==> config.mk <==
export PLATFORM = sky130hd
export DESIGN_NAME = fft_load_top
export DESIGN_NICKNAME = d
export VERILOG_FILES = /design/src/logic/fft_load_pkg.sv /design/src/logic/fft_load_top.sv /design/src/logic/frame_loader.sv /design/src/logic/sample_pack.sv /design/src/logic/uart_rx.sv
export VERILOG_INCLUDE_DIRS = /design/src /design/src/include
export SDC_FILE = /design/constraint.sdc
export NUM_CORES = 1
export LEC_CHECK = 0
export BUFFER_PORTS_ARGS = -buffer_cell sky130_fd_sc_hd__buf_2
export CAP_MARGIN = 20
export CORE_MARGIN = 2
export CORE_UTILIZATION = 50
export CTS_CLUSTER_SIZE = 10
export DETAILED_ROUTE_END_ITERATION = 16
export PLACE_DENSITY = 0.76
export SETUP_SLACK_MARGIN = 0.5
export SLEW_MARGIN = 40
export SYNTH_ARGS = -nofsm -noshare
export SYNTH_HDL_FRONTEND = slang
export SYNTH_SLANG_ARGS = --single-unit
==> constraint.sdc <==
create_clock -name clk -period 3.22 [get_ports clk]
set_clock_uncertainty 0.15 [all_clocks]
set_input_delay 0.483 -clock clk [delete_from_list [all_inputs] [get_ports clk]]
set_output_delay 0.483 -clock clk [all_outputs]
set_load 0.02 [all_outputs]
==> src/include/fft_load_defs.svh <==
// Size and timing constants for the FFT load path, included by RTL and testbench
`ifndef FFT_LOAD_DEFS_SVH
`define FFT_LOAD_DEFS_SVH

// ---------------------------------------------------------------------------
// Frame geometry
// ---------------------------------------------------------------------------

// Complex samples per frame, power of two
`define FFT_POINTS 16

// Address width, log2 of FFT_POINTS
`define FFT_LOG2 4

// Width of one real or imaginary word
`define SAMPLE_W 32

// ---------------------------------------------------------------------------
// Serial line timing
// ---------------------------------------------------------------------------

// Clock cycles per UART bit
// Kept small so simulation stays short
`define UART_BIT_TICKS 16

// Offset from start edge to middle of the start bit
`define UART_HALF_TICKS 8

`endif
==> src/logic/fft_load_pkg.sv <==
// Shared types of the FFT load path: FSM states and the packed stream beats
`include "fft_load_defs.svh"

package fft_load_pkg;

   // ------------------------------------------------------------------------
   // FSM encodings
   // ------------------------------------------------------------------------

   // Serial receiver phases
   typedef enum logic [1:0] {
      RX_IDLE,
      RX_START,
      RX_DATA,
      RX_STOP
   } rx_state_e;

   // Which half of the complex pair is expected next
   typedef enum logic {
      PACK_RE,
      PACK_IM
   } pack_state_e;

   // ------------------------------------------------------------------------
   // Stream beats
   // ------------------------------------------------------------------------

   // One complex sample, two's complement words
   typedef struct packed {
      logic [`SAMPLE_W-1:0] re;
      logic [`SAMPLE_W-1:0] im;
   } cplx_sample_t;

   // Received byte plus single-cycle strobe
   typedef struct packed {
      logic [7:0] data;
      logic       valid;
   } rx_byte_t;

   // Output beat, sample with its bit-reversed slot
   typedef struct packed {
      cplx_sample_t         sample;
      logic [`FFT_LOG2-1:0] addr;
   } frame_beat_t;

endpackage

==> src/logic/fft_load_top.sv <==
// FFT input stage top: serial bytes in, bit-reversed complex beats out
module fft_load_top (
   input  logic                     clk,
   input  logic                     rst_n,
   input  logic                     rx_i,
   output fft_load_pkg::frame_beat_t beat_o,
   output logic                     valid_o,
   output logic                     frame_done_o,
   output logic                     rx_err_o
);

   // ------------------------------------------------------------------------
   // Stage to stage wires
   // ------------------------------------------------------------------------

   fft_load_pkg::rx_byte_t     byte_w;
   fft_load_pkg::cplx_sample_t sample_w;
   logic                       pair_valid_w;

   // Decode, serial line to bytes
   uart_rx u_uart_rx (
      .clk      (clk),
      .rst_n    (rst_n),
      .rx_i     (rx_i),
      .byte_o   (byte_w),
      .rx_err_o (rx_err_o)
   );

   // Execute, bytes to complex pairs
   sample_pack u_sample_pack (
      .clk          (clk),
      .rst_n        (rst_n),
      .byte_i       (byte_w),
      .sample_o     (sample_w),
      .pair_valid_o (pair_valid_w)
   );

   // Result, address and frame marking
   frame_loader u_frame_loader (
      .clk          (clk),
      .rst_n        (rst_n),
      .sample_i     (sample_w),
      .pair_valid_i (pair_valid_w),
      .beat_o       (beat_o),
      .valid_o      (valid_o),
      .frame_done_o (frame_done_o)
   );

endmodule

==> src/logic/frame_loader.sv <==
// Result stage: counts samples, tags each with a bit-reversed address, flags frame end
`include "fft_load_defs.svh"

module frame_loader (
   input  logic                      clk,
   input  logic                      rst_n,
   input  fft_load_pkg::cplx_sample_t sample_i,
   input  logic                      pair_valid_i,
   output fft_load_pkg::frame_beat_t  beat_o,
   output logic                      valid_o,
   output logic                      frame_done_o
);

   // Final index of a frame
   localparam logic [`FFT_LOG2-1:0] LAST_IDX = `FFT_LOG2'(`FFT_POINTS - 1);

   fft_load_pkg::frame_beat_t beat_q;

   logic [`FFT_LOG2-1:0] count_q;
   logic [`FFT_LOG2-1:0] addr_rev;
   logic                 valid_q;
   logic                 last_beat_q;
   logic                 done_q;

   // ------------------------------------------------------------------------
   // Address reversal
   // ------------------------------------------------------------------------

   // Mirror the index bits, MSB to LSB
   function automatic logic [`FFT_LOG2-1:0] bit_rev(input logic [`FFT_LOG2-1:0] v);
      logic [`FFT_LOG2-1:0] r;
      for (int i = 0; i < `FFT_LOG2; i++) begin
         r[i] = v[`FFT_LOG2-1-i];
      end
      return r;
   endfunction

   assign addr_rev = bit_rev(count_q);

   // ------------------------------------------------------------------------
   // Sample counter and strobes
   // ------------------------------------------------------------------------

   always_ff @(posedge clk or negedge rst_n) begin
      if (!rst_n) begin
         count_q     <= '0;
         valid_q     <= 1'b0;
         last_beat_q <= 1'b0;
         done_q      <= 1'b0;
      end else begin
         valid_q     <= pair_valid_i;
         // Remember that this beat closes the frame
         last_beat_q <= pair_valid_i && (count_q == LAST_IDX);
         done_q      <= last_beat_q;
         if (pair_valid_i) begin
            // Wrap starts the next frame
            if (count_q == LAST_IDX) begin
               count_q <= '0;
            end else begin
               count_q <= count_q + 1'b1;
            end
         end
      end
   end

   // Beat payload, qualified by valid_o
   always_ff @(posedge clk) begin
      if (pair_valid_i) begin
         beat_q.sample <= sample_i;
         beat_q.addr   <= addr_rev;
      end
   end

   assign beat_o       = beat_q;
   assign valid_o      = valid_q;
   assign frame_done_o = done_q;

endmodule

==> src/logic/sample_pack.sv <==
// Execute stage: turns byte pairs into scaled complex samples for the frame loader
`include "fft_load_defs.svh"

module sample_pack (
   input  logic                      clk,
   input  logic                      rst_n,
   input  fft_load_pkg::rx_byte_t     byte_i,
   output fft_load_pkg::cplx_sample_t sample_o,
   output logic                      pair_valid_o
);

   fft_load_pkg::pack_state_e  state_q;
   fft_load_pkg::cplx_sample_t sample_q;

   logic [7:0] re_byte_q;
   logic       pair_vld_q;

   // ------------------------------------------------------------------------
   // Byte scaling
   // ------------------------------------------------------------------------

   // Signed byte times 256, sign bit copied up to SAMPLE_W
   function automatic logic [`SAMPLE_W-1:0] scale_byte(input logic [7:0] b);
      logic [`SAMPLE_W-1:0] w;
      w = {{(`SAMPLE_W - 16){b[7]}}, b, 8'h00};
      return w;
   endfunction

   // ------------------------------------------------------------------------
   // Pairing FSM
   // ------------------------------------------------------------------------

   always_ff @(posedge clk or negedge rst_n) begin
      if (!rst_n) begin
         state_q    <= fft_load_pkg::PACK_RE;
         pair_vld_q <= 1'b0;
      end else begin
         pair_vld_q <= 1'b0;
         if (byte_i.valid) begin
            case (state_q)
               fft_load_pkg::PACK_RE: begin
                  state_q <= fft_load_pkg::PACK_IM;
               end
               fft_load_pkg::PACK_IM: begin
                  // Pair complete, hand it on next cycle
                  state_q    <= fft_load_pkg::PACK_RE;
                  pair_vld_q <= 1'b1;
               end
               default: state_q <= fft_load_pkg::PACK_RE;
            endcase
         end
      end
   end

   // Real byte parked until its partner shows up
   always_ff @(posedge clk) begin
      if (byte_i.valid && state_q == fft_load_pkg::PACK_RE) begin
         re_byte_q <= byte_i.data;
      end
   end

   // Both halves scaled together on the imaginary byte
   always_ff @(posedge clk) begin
      if (byte_i.valid && state_q == fft_load_pkg::PACK_IM) begin
         sample_q.re <= scale_byte(re_byte_q);
         sample_q.im <= scale_byte(byte_i.data);
      end
   end

   assign sample_o     = sample_q;
   assign pair_valid_o = pair_vld_q;

endmodule

==> src/logic/uart_rx.sv <==
// Decode stage: 8N1 serial receiver, samples mid-bit and passes checked bytes on
`include "fft_load_defs.svh"

module uart_rx (
   input  logic                  clk,
   input  logic                  rst_n,
   input  logic                  rx_i,
   output fft_load_pkg::rx_byte_t byte_o,
   output logic                  rx_err_o
);

   // Tick counter sized from the bit period
   localparam int TICK_W = $clog2(`UART_BIT_TICKS);
   localparam logic [TICK_W-1:0] BIT_LAST  = TICK_W'(`UART_BIT_TICKS - 1);
   localparam logic [TICK_W-1:0] HALF_LAST = TICK_W'(`UART_HALF_TICKS - 1);

   fft_load_pkg::rx_state_e state_q;

   logic              rx_s1_q;
   logic              rx_s2_q;
   logic              rx_prev_q;
   logic              fall_edge;
   logic [TICK_W-1:0] tick_q;
   logic [2:0]        bit_idx_q;
   logic [7:0]        shift_q;
   logic              byte_vld_q;
   logic              err_q;

   // ------------------------------------------------------------------------
   // Input synchronizer and start edge
   // ------------------------------------------------------------------------

   // Line idles high, so reset to 1
   always_ff @(posedge clk or negedge rst_n) begin
      if (!rst_n) begin
         rx_s1_q   <= 1'b1;
         rx_s2_q   <= 1'b1;
         rx_prev_q <= 1'b1;
      end else begin
         rx_s1_q   <= rx_i;
         rx_s2_q   <= rx_s1_q;
         rx_prev_q <= rx_s2_q;
      end
   end

   assign fall_edge = rx_prev_q & ~rx_s2_q;

   // ------------------------------------------------------------------------
   // Bit timing FSM
   // ------------------------------------------------------------------------

   always_ff @(posedge clk or negedge rst_n) begin
      if (!rst_n) begin
         state_q    <= fft_load_pkg::RX_IDLE;
         tick_q     <= '0;
         bit_idx_q  <= '0;
         byte_vld_q <= 1'b0;
         err_q      <= 1'b0;
      end else begin
         // Strobes last one cycle
         byte_vld_q <= 1'b0;
         err_q      <= 1'b0;
         tick_q     <= tick_q + 1'b1;
         case (state_q)
            fft_load_pkg::RX_IDLE: begin
               tick_q <= '0;
               if (fall_edge) begin
                  state_q <= fft_load_pkg::RX_START;
               end
            end
            fft_load_pkg::RX_START: begin
               // Mid start bit, reject glitches
               if (tick_q == HALF_LAST) begin
                  tick_q    <= '0;
                  bit_idx_q <= '0;
                  state_q   <= rx_s2_q ? fft_load_pkg::RX_IDLE : fft_load_pkg::RX_DATA;
               end
            end
            fft_load_pkg::RX_DATA: begin
               if (tick_q == BIT_LAST) begin
                  tick_q    <= '0;
                  bit_idx_q <= bit_idx_q + 1'b1;
                  if (bit_idx_q == 3'd7) begin
                     state_q <= fft_load_pkg::RX_STOP;
                  end
               end
            end
            fft_load_pkg::RX_STOP: begin
               // Stop bit decides pass or drop
               if (tick_q == BIT_LAST) begin
                  byte_vld_q <= rx_s2_q;
                  err_q      <= ~rx_s2_q;
                  state_q    <= fft_load_pkg::RX_IDLE;
               end
            end
            default: state_q <= fft_load_pkg::RX_IDLE;
         endcase
      end
   end

   // LSB arrives first, shift in from the top
   always_ff @(posedge clk) begin
      if (state_q == fft_load_pkg::RX_DATA && tick_q == BIT_LAST) begin
         shift_q <= {rx_s2_q, shift_q[7:1]};
      end
   end

   assign byte_o.data  = shift_q;
   assign byte_o.valid = byte_vld_q;
   assign rx_err_o     = err_q;

endmodule

Yosys cells after proc, flatten, opt, wreduce, memory -nomap -nowiden
Cells that the tools add are included.

Flip-flop bits (word level): 75. ROM bits: 0. Bits of input ports: 3. RAM bits: 0. Memories kept: 0. Bits in latches: 0. Word-level logic and storage cells: 68. Output and inout bits: 71.

Multipliers: 0. Divide/modulo/power cells: 0. Magnitude comparators: 0. Multiplexer cells: 21. Bitwise operators: 3. Add/subtract/negate cells: 3. Reduce and logical (&&, ||, !) cells: 8. Eq/ne operators: 12. Shifts and indexed selects: 0.

Operators with widths (number): $mux 2 (6); $mux 4 (3); $pmux 4 s3 (1); $ne 2x1->1 const B (5); $add 4x1->4 const B (2); $eq 4x4->1 const B (2); $pmux 2 s4 (1); $mux 1 (6); $mux 3 (2); $pmux 3 s2 (1); $reduce_and 5->1 (1); $eq 2x2->1 const B (2); $eq 4x3->1 const B (1); $logic_and 1x1->1 (4); $add 3x1->3 const B (1); $eq 3x3->1 const B (1); $reduce_and 3->1 (1); $eq 2x1->1 const B (1); $logic_not 2->1 (1); $not 1->1 (2); $pmux 1 s2 (1); $reduce_bool 2->1 (1); $and 1x1->1 (1).

Longest topological paths before layout
Word-level depth: 4. Gate-level depth with buffers: 7. Mapped depth without buffers: 6.

Modules after synthesis
From an unflattened synthesis, not the netlist that was laid out.

Cell total of the unflattened synthesis: 236. Area, all modules: 4354.2 um^2.

By module, submodules not included: frame_loader (times used 1, cells each 90, sequential area each 2217.1 um^2, area each 2304.7 um^2); sample_pack (times used 1, cells each 78, sequential area each 770.7 um^2, area each 1159.9 um^2); uart_rx (times used 1, cells each 68, sequential area each 594.3 um^2, area each 889.6 um^2).

Least setup slack after synthesis
No wires, ideal clock.

Kind: flip-flop to flip-flop. From: register u_uart_rx.state_q[0]. To: register u_uart_rx.bit_idx_q[0]. Arrival: 1.595 ns. Path buffers: 1. Path slack: 1.350 ns. Stages on the path, launching flop included: 8. Setup time: 0.125 ns. Period minus slack after synthesis: 1.870 ns. Required time: 2.945 ns. Cells stage by stage: dfrtp_1 -> inv_1 -> ha_1 -> buf_6 -> mux2_4 -> o22ai_4 -> nand2_4 -> mux2_4.

Cells in the longest elaborated chain, start to end: 3. Elaborated cells on any way between the ends: 7. Classes of those cells: 4 x eq/ne; 1 x mux; 2 x reduce/logical.

RTL lines: from (decl) (RTL line uart_rx.sv:17) `fft_load_pkg::rx_state_e state_q;`; from (signal assigned) (RTL line uart_rx.sv:54) `state_q <= fft_load_pkg::RX_IDLE;`; from (signal assigned) (RTL line uart_rx.sv:68) `state_q <= fft_load_pkg::RX_START;`; from (signal assigned) (RTL line uart_rx.sv:76) `state_q <= rx_s2_q ? fft_load_pkg::RX_IDLE : fft_load_pkg::RX_DATA;`; $eq 2x2->1 / $eq 2x1->1 (equally long branches) (RTL line uart_rx.sv:64) `case (state_q)`; $ne 2x1->1 (no line) / $reduce_bool 2->1 (equally long branches); $reduce_and 3->1 (no line); to (signal assigned) (RTL line uart_rx.sv:82) `bit_idx_q <= bit_idx_q + 1'b1;`; to (decl) (RTL line uart_rx.sv:24) `logic [2:0] bit_idx_q;`.

Parallel ways exist; a longest one is shown, timed or not. A chain may end at the register's enable or synchronous reset.

Worst setup path in the final report
Ends and elaborated chain as after synthesis.

==> impl_metrics.yaml <==
sta:
  finalSetupViolCount: 0
  slew_viol_final: 0
  max_freq_mhz: 498
  setup-tns-final_ns: 0
  tightest_slew_ns: 0.736
  finalHoldViolations: 0
  slew-limit-headroom_pct: 50.9
  grt_setup_unrepaired: "false"
  finalCritPeriodShare_pct: 62.4
  fin_crit_ns: 2.01
worst_hold_path:
  min_from: "rx_i"
  min_path_type: "primary input to flip-flop"
die:
  fp-row-count: 28
  io_pins: 74
  die-width_um: 80.9
  fp.dieH_um: 80.9
  start_util_pct: 50.8
  coreArea_sq_mm: 0.00582
  dieArea_sq_mm: 0.00654
routing:
  dr.first_iter.drc_count: 78
  drtAntennaViolNets: 0
  wire_per_inst_um: 12.1
  dr.max_layer_used: "met4"
  via_per_inst: 4.57
  dr.pass1.iters: 5
  wl_met3_um: 309
  drc: 0
  met1_length_um: 1560
  wl_um: 3610
  vias: 1367
  wl_met2_um: 1670
power_and_ir_drop:
  p_total_w: 0.00205
  ir_drop_mv: 0.301
  p_per_area_mw_per_mm2: 635
  p_leak_nw: 1.38
final_layout:
  final_common_cell: "buf_2"
  area_growth_pct: 9.10
  drive_gt1_share_pct: 37.5
  final_area_sq_mm: 0.00322
  diodes: 0
  nets: 230
  final_util_pct: 55.4
  final_cell_mix: "buf_2, edfxtp_1, dfrtp_1"
critical_path:
  cp-startpoint: "u_uart_rx.state_q[0]"
  critPathLaunchType: "flip-flop"
  endpoint_kind: "flip-flop"
  worstPathArrival_ns: 2.09
  critPathSlowestCell: "dfrtp_1"
  rr_startpoint: "u_uart_rx.state_q[0]"
  cp_data_required_time_ns: 3.30
  critPathKind: "flip-flop to flip-flop"
  critical_path.max_fanout: 9
  crit_top_cell: "mux2_4"
  cpPeakStageDelay_ns: 0.42
  path_cells: "inv_1, ha_1, mux2_4, o22ai_4, nand2_4, mux2_4"
run_status:
  status: "finished, final reports clean"
logic_synthesis:
  seq_area_frac_synth_pct: 72.4
  synth_cell_types: 30
  yosys.area.top_type: "edfxtp_1"
  synth-seq-cells: 75
  synth_warnings: 0
  ys_top_cells_by_area: "edfxtp_1, dfrtp_1, buf_4"
  yosys.area.top_type_share_pct: 52.8
  syn_inst: 184
  postSynthAreaPerCell_sq_um: 16.1
  netlist_area_sq_mm: 0.00296
clock_network:
  clock_latency_ns: 0.35
  cts_tree: "done"
  clockRootBuffer: "clkbuf_8"
  clk_path_buf_depth: 2
  cts_resized: 0
  path_clk_slew_ns: 0.08
  clock-sinks: 75
  htree_num_levels: 3
  numCtsBuffers: 9
placement:
  place_hpwl_um: 2320
  portBuffers: 57
  dpl_cell_area_sq_mm: 0.00302
  routabilityCongestion: 0.719
global_routing:
  grtUsageTotal_pct: 11.5
  grt_pass1_wl_um: 5330
  grt_max_degree: 27
  antenna_found_initial: 0
  grt_pass1_vias: 1125
  overflow: 0
job:
  cap_violations: 0
-- stage by stage --
step,setup WS (ns),instances,hold slack (ns)
after floorplan,1.35,199,0.0374
after global placement,1.30,282,0.182
after detailed placement,1.22,282,0.189
final,1.21,299,0.0852
after CTS,1.22,299,0.0628
after global routing,1.13,299,0.0591
-- critical path, delay by kind of cell (launching register included) --
| family | cells | cell delay (ns) |
|---|---|---|
| AOI/OAI and AO/OA | 1 | 0.21 |
| adders and majority gates | 1 | 0.32 |
| buffers and inverters | 1 | 0.09 |
| DFF | 1 | 0.42 |
| muxes | 2 | 0.62 |
| and+or+nand+nor | 1 | 0.09 |
-- cell type report --
type                            count  area (sq um)
Sequential cell                    75          2140
Fill cell                         452          2590
Inverter                            3          11.3
Clock inverter                      7          70.1
Clock buffer                        9           124
Multi-Input combinational cell     72           488
Tap cell                           75          93.8
Timing Repair Buffer               58           295
-- state kept, by name (all words and copies together), names as in the netlist, 3 cells and up, named ones only --
name,count
u_uart_rx.bit_idx_q,3
u_sample_pack.re_byte_q,8
u_sample_pack.sample_o,16
u_frame_loader.count_q,4
u_uart_rx.tick_q,4
u_uart_rx.shift_q,8
u_frame_loader.beat_o,20
-- what timing repair did --
item	in CTS	in global routing
hold endpoints to repair	20	0
buffers inserted	0	0
hold buffers	1	0
-- cells by family after synthesis --
logic type      Yosys count  synth area share [%]
buf+inv                  52                  13.0
fa+ha+maj                 8                  3.39
mux                       4                  1.74
other cells               1                 0.127
simple gates             31                  5.59
flops                    75                  72.4
xor+xnor                  4                  1.19
compound gates            9                  2.58
-- per-layer routing --
metal	vias to the layer above	track usage [%]
met5	-	0
met3	7	3.33
li1	652	-
met2	68	16.9
met4	0	9.15
met1	640	14.3
-- synthesized netlist by cell type, drive strengths merged --
cell     n
conb     1
mux2i    1
a21oi    2
o21ai    2
xor2     2
buf     49
a21bo    2
xnor2    2
nand3    3
edfxtp  52
ha       8
nor2     7
and2     2
nor3b    1
nor3     1
mux2     3
a31oi    1
nand4    3
o22ai    1
nand2    6
a222oi   1
and3     2
nor2b    4
dfrtp   20
inv      3
dfstp    3
nand2b   2
-- report_power, final --
part / internal [W] / leakage (nW) / total [W] / switching [W]
combinational: 0.000114 / 0.507 / 0.000271 / 0.000157
sequential: 0.00106 / 0.780 / 0.00110 / 0.0000359
clock: 0.000299 / 0.0951 / 0.000679 / 0.000380
total: 0.00147 / 1.38 / 0.00205 / 0.000573
-- path summary, 6_finish.rpt --
path | end | slack, ns | depth (start not counted)
max | u_uart_rx.bit_idx_q[0] | 1.21 | 6
min | u_uart_rx.rx_s1_q | 0.09 | 1
max reg2reg | u_uart_rx.bit_idx_q[0] | 1.21 | 6
min reg2reg | u_frame_loader.frame_done_o | 0.21 | 0
max in group asynchronous | u_sample_pack.pair_valid_o | 2.06 | 2
min in group asynchronous | u_uart_rx.bit_idx_q[0] | 0.49 | 2
Power figures use the tool's default switching activity.
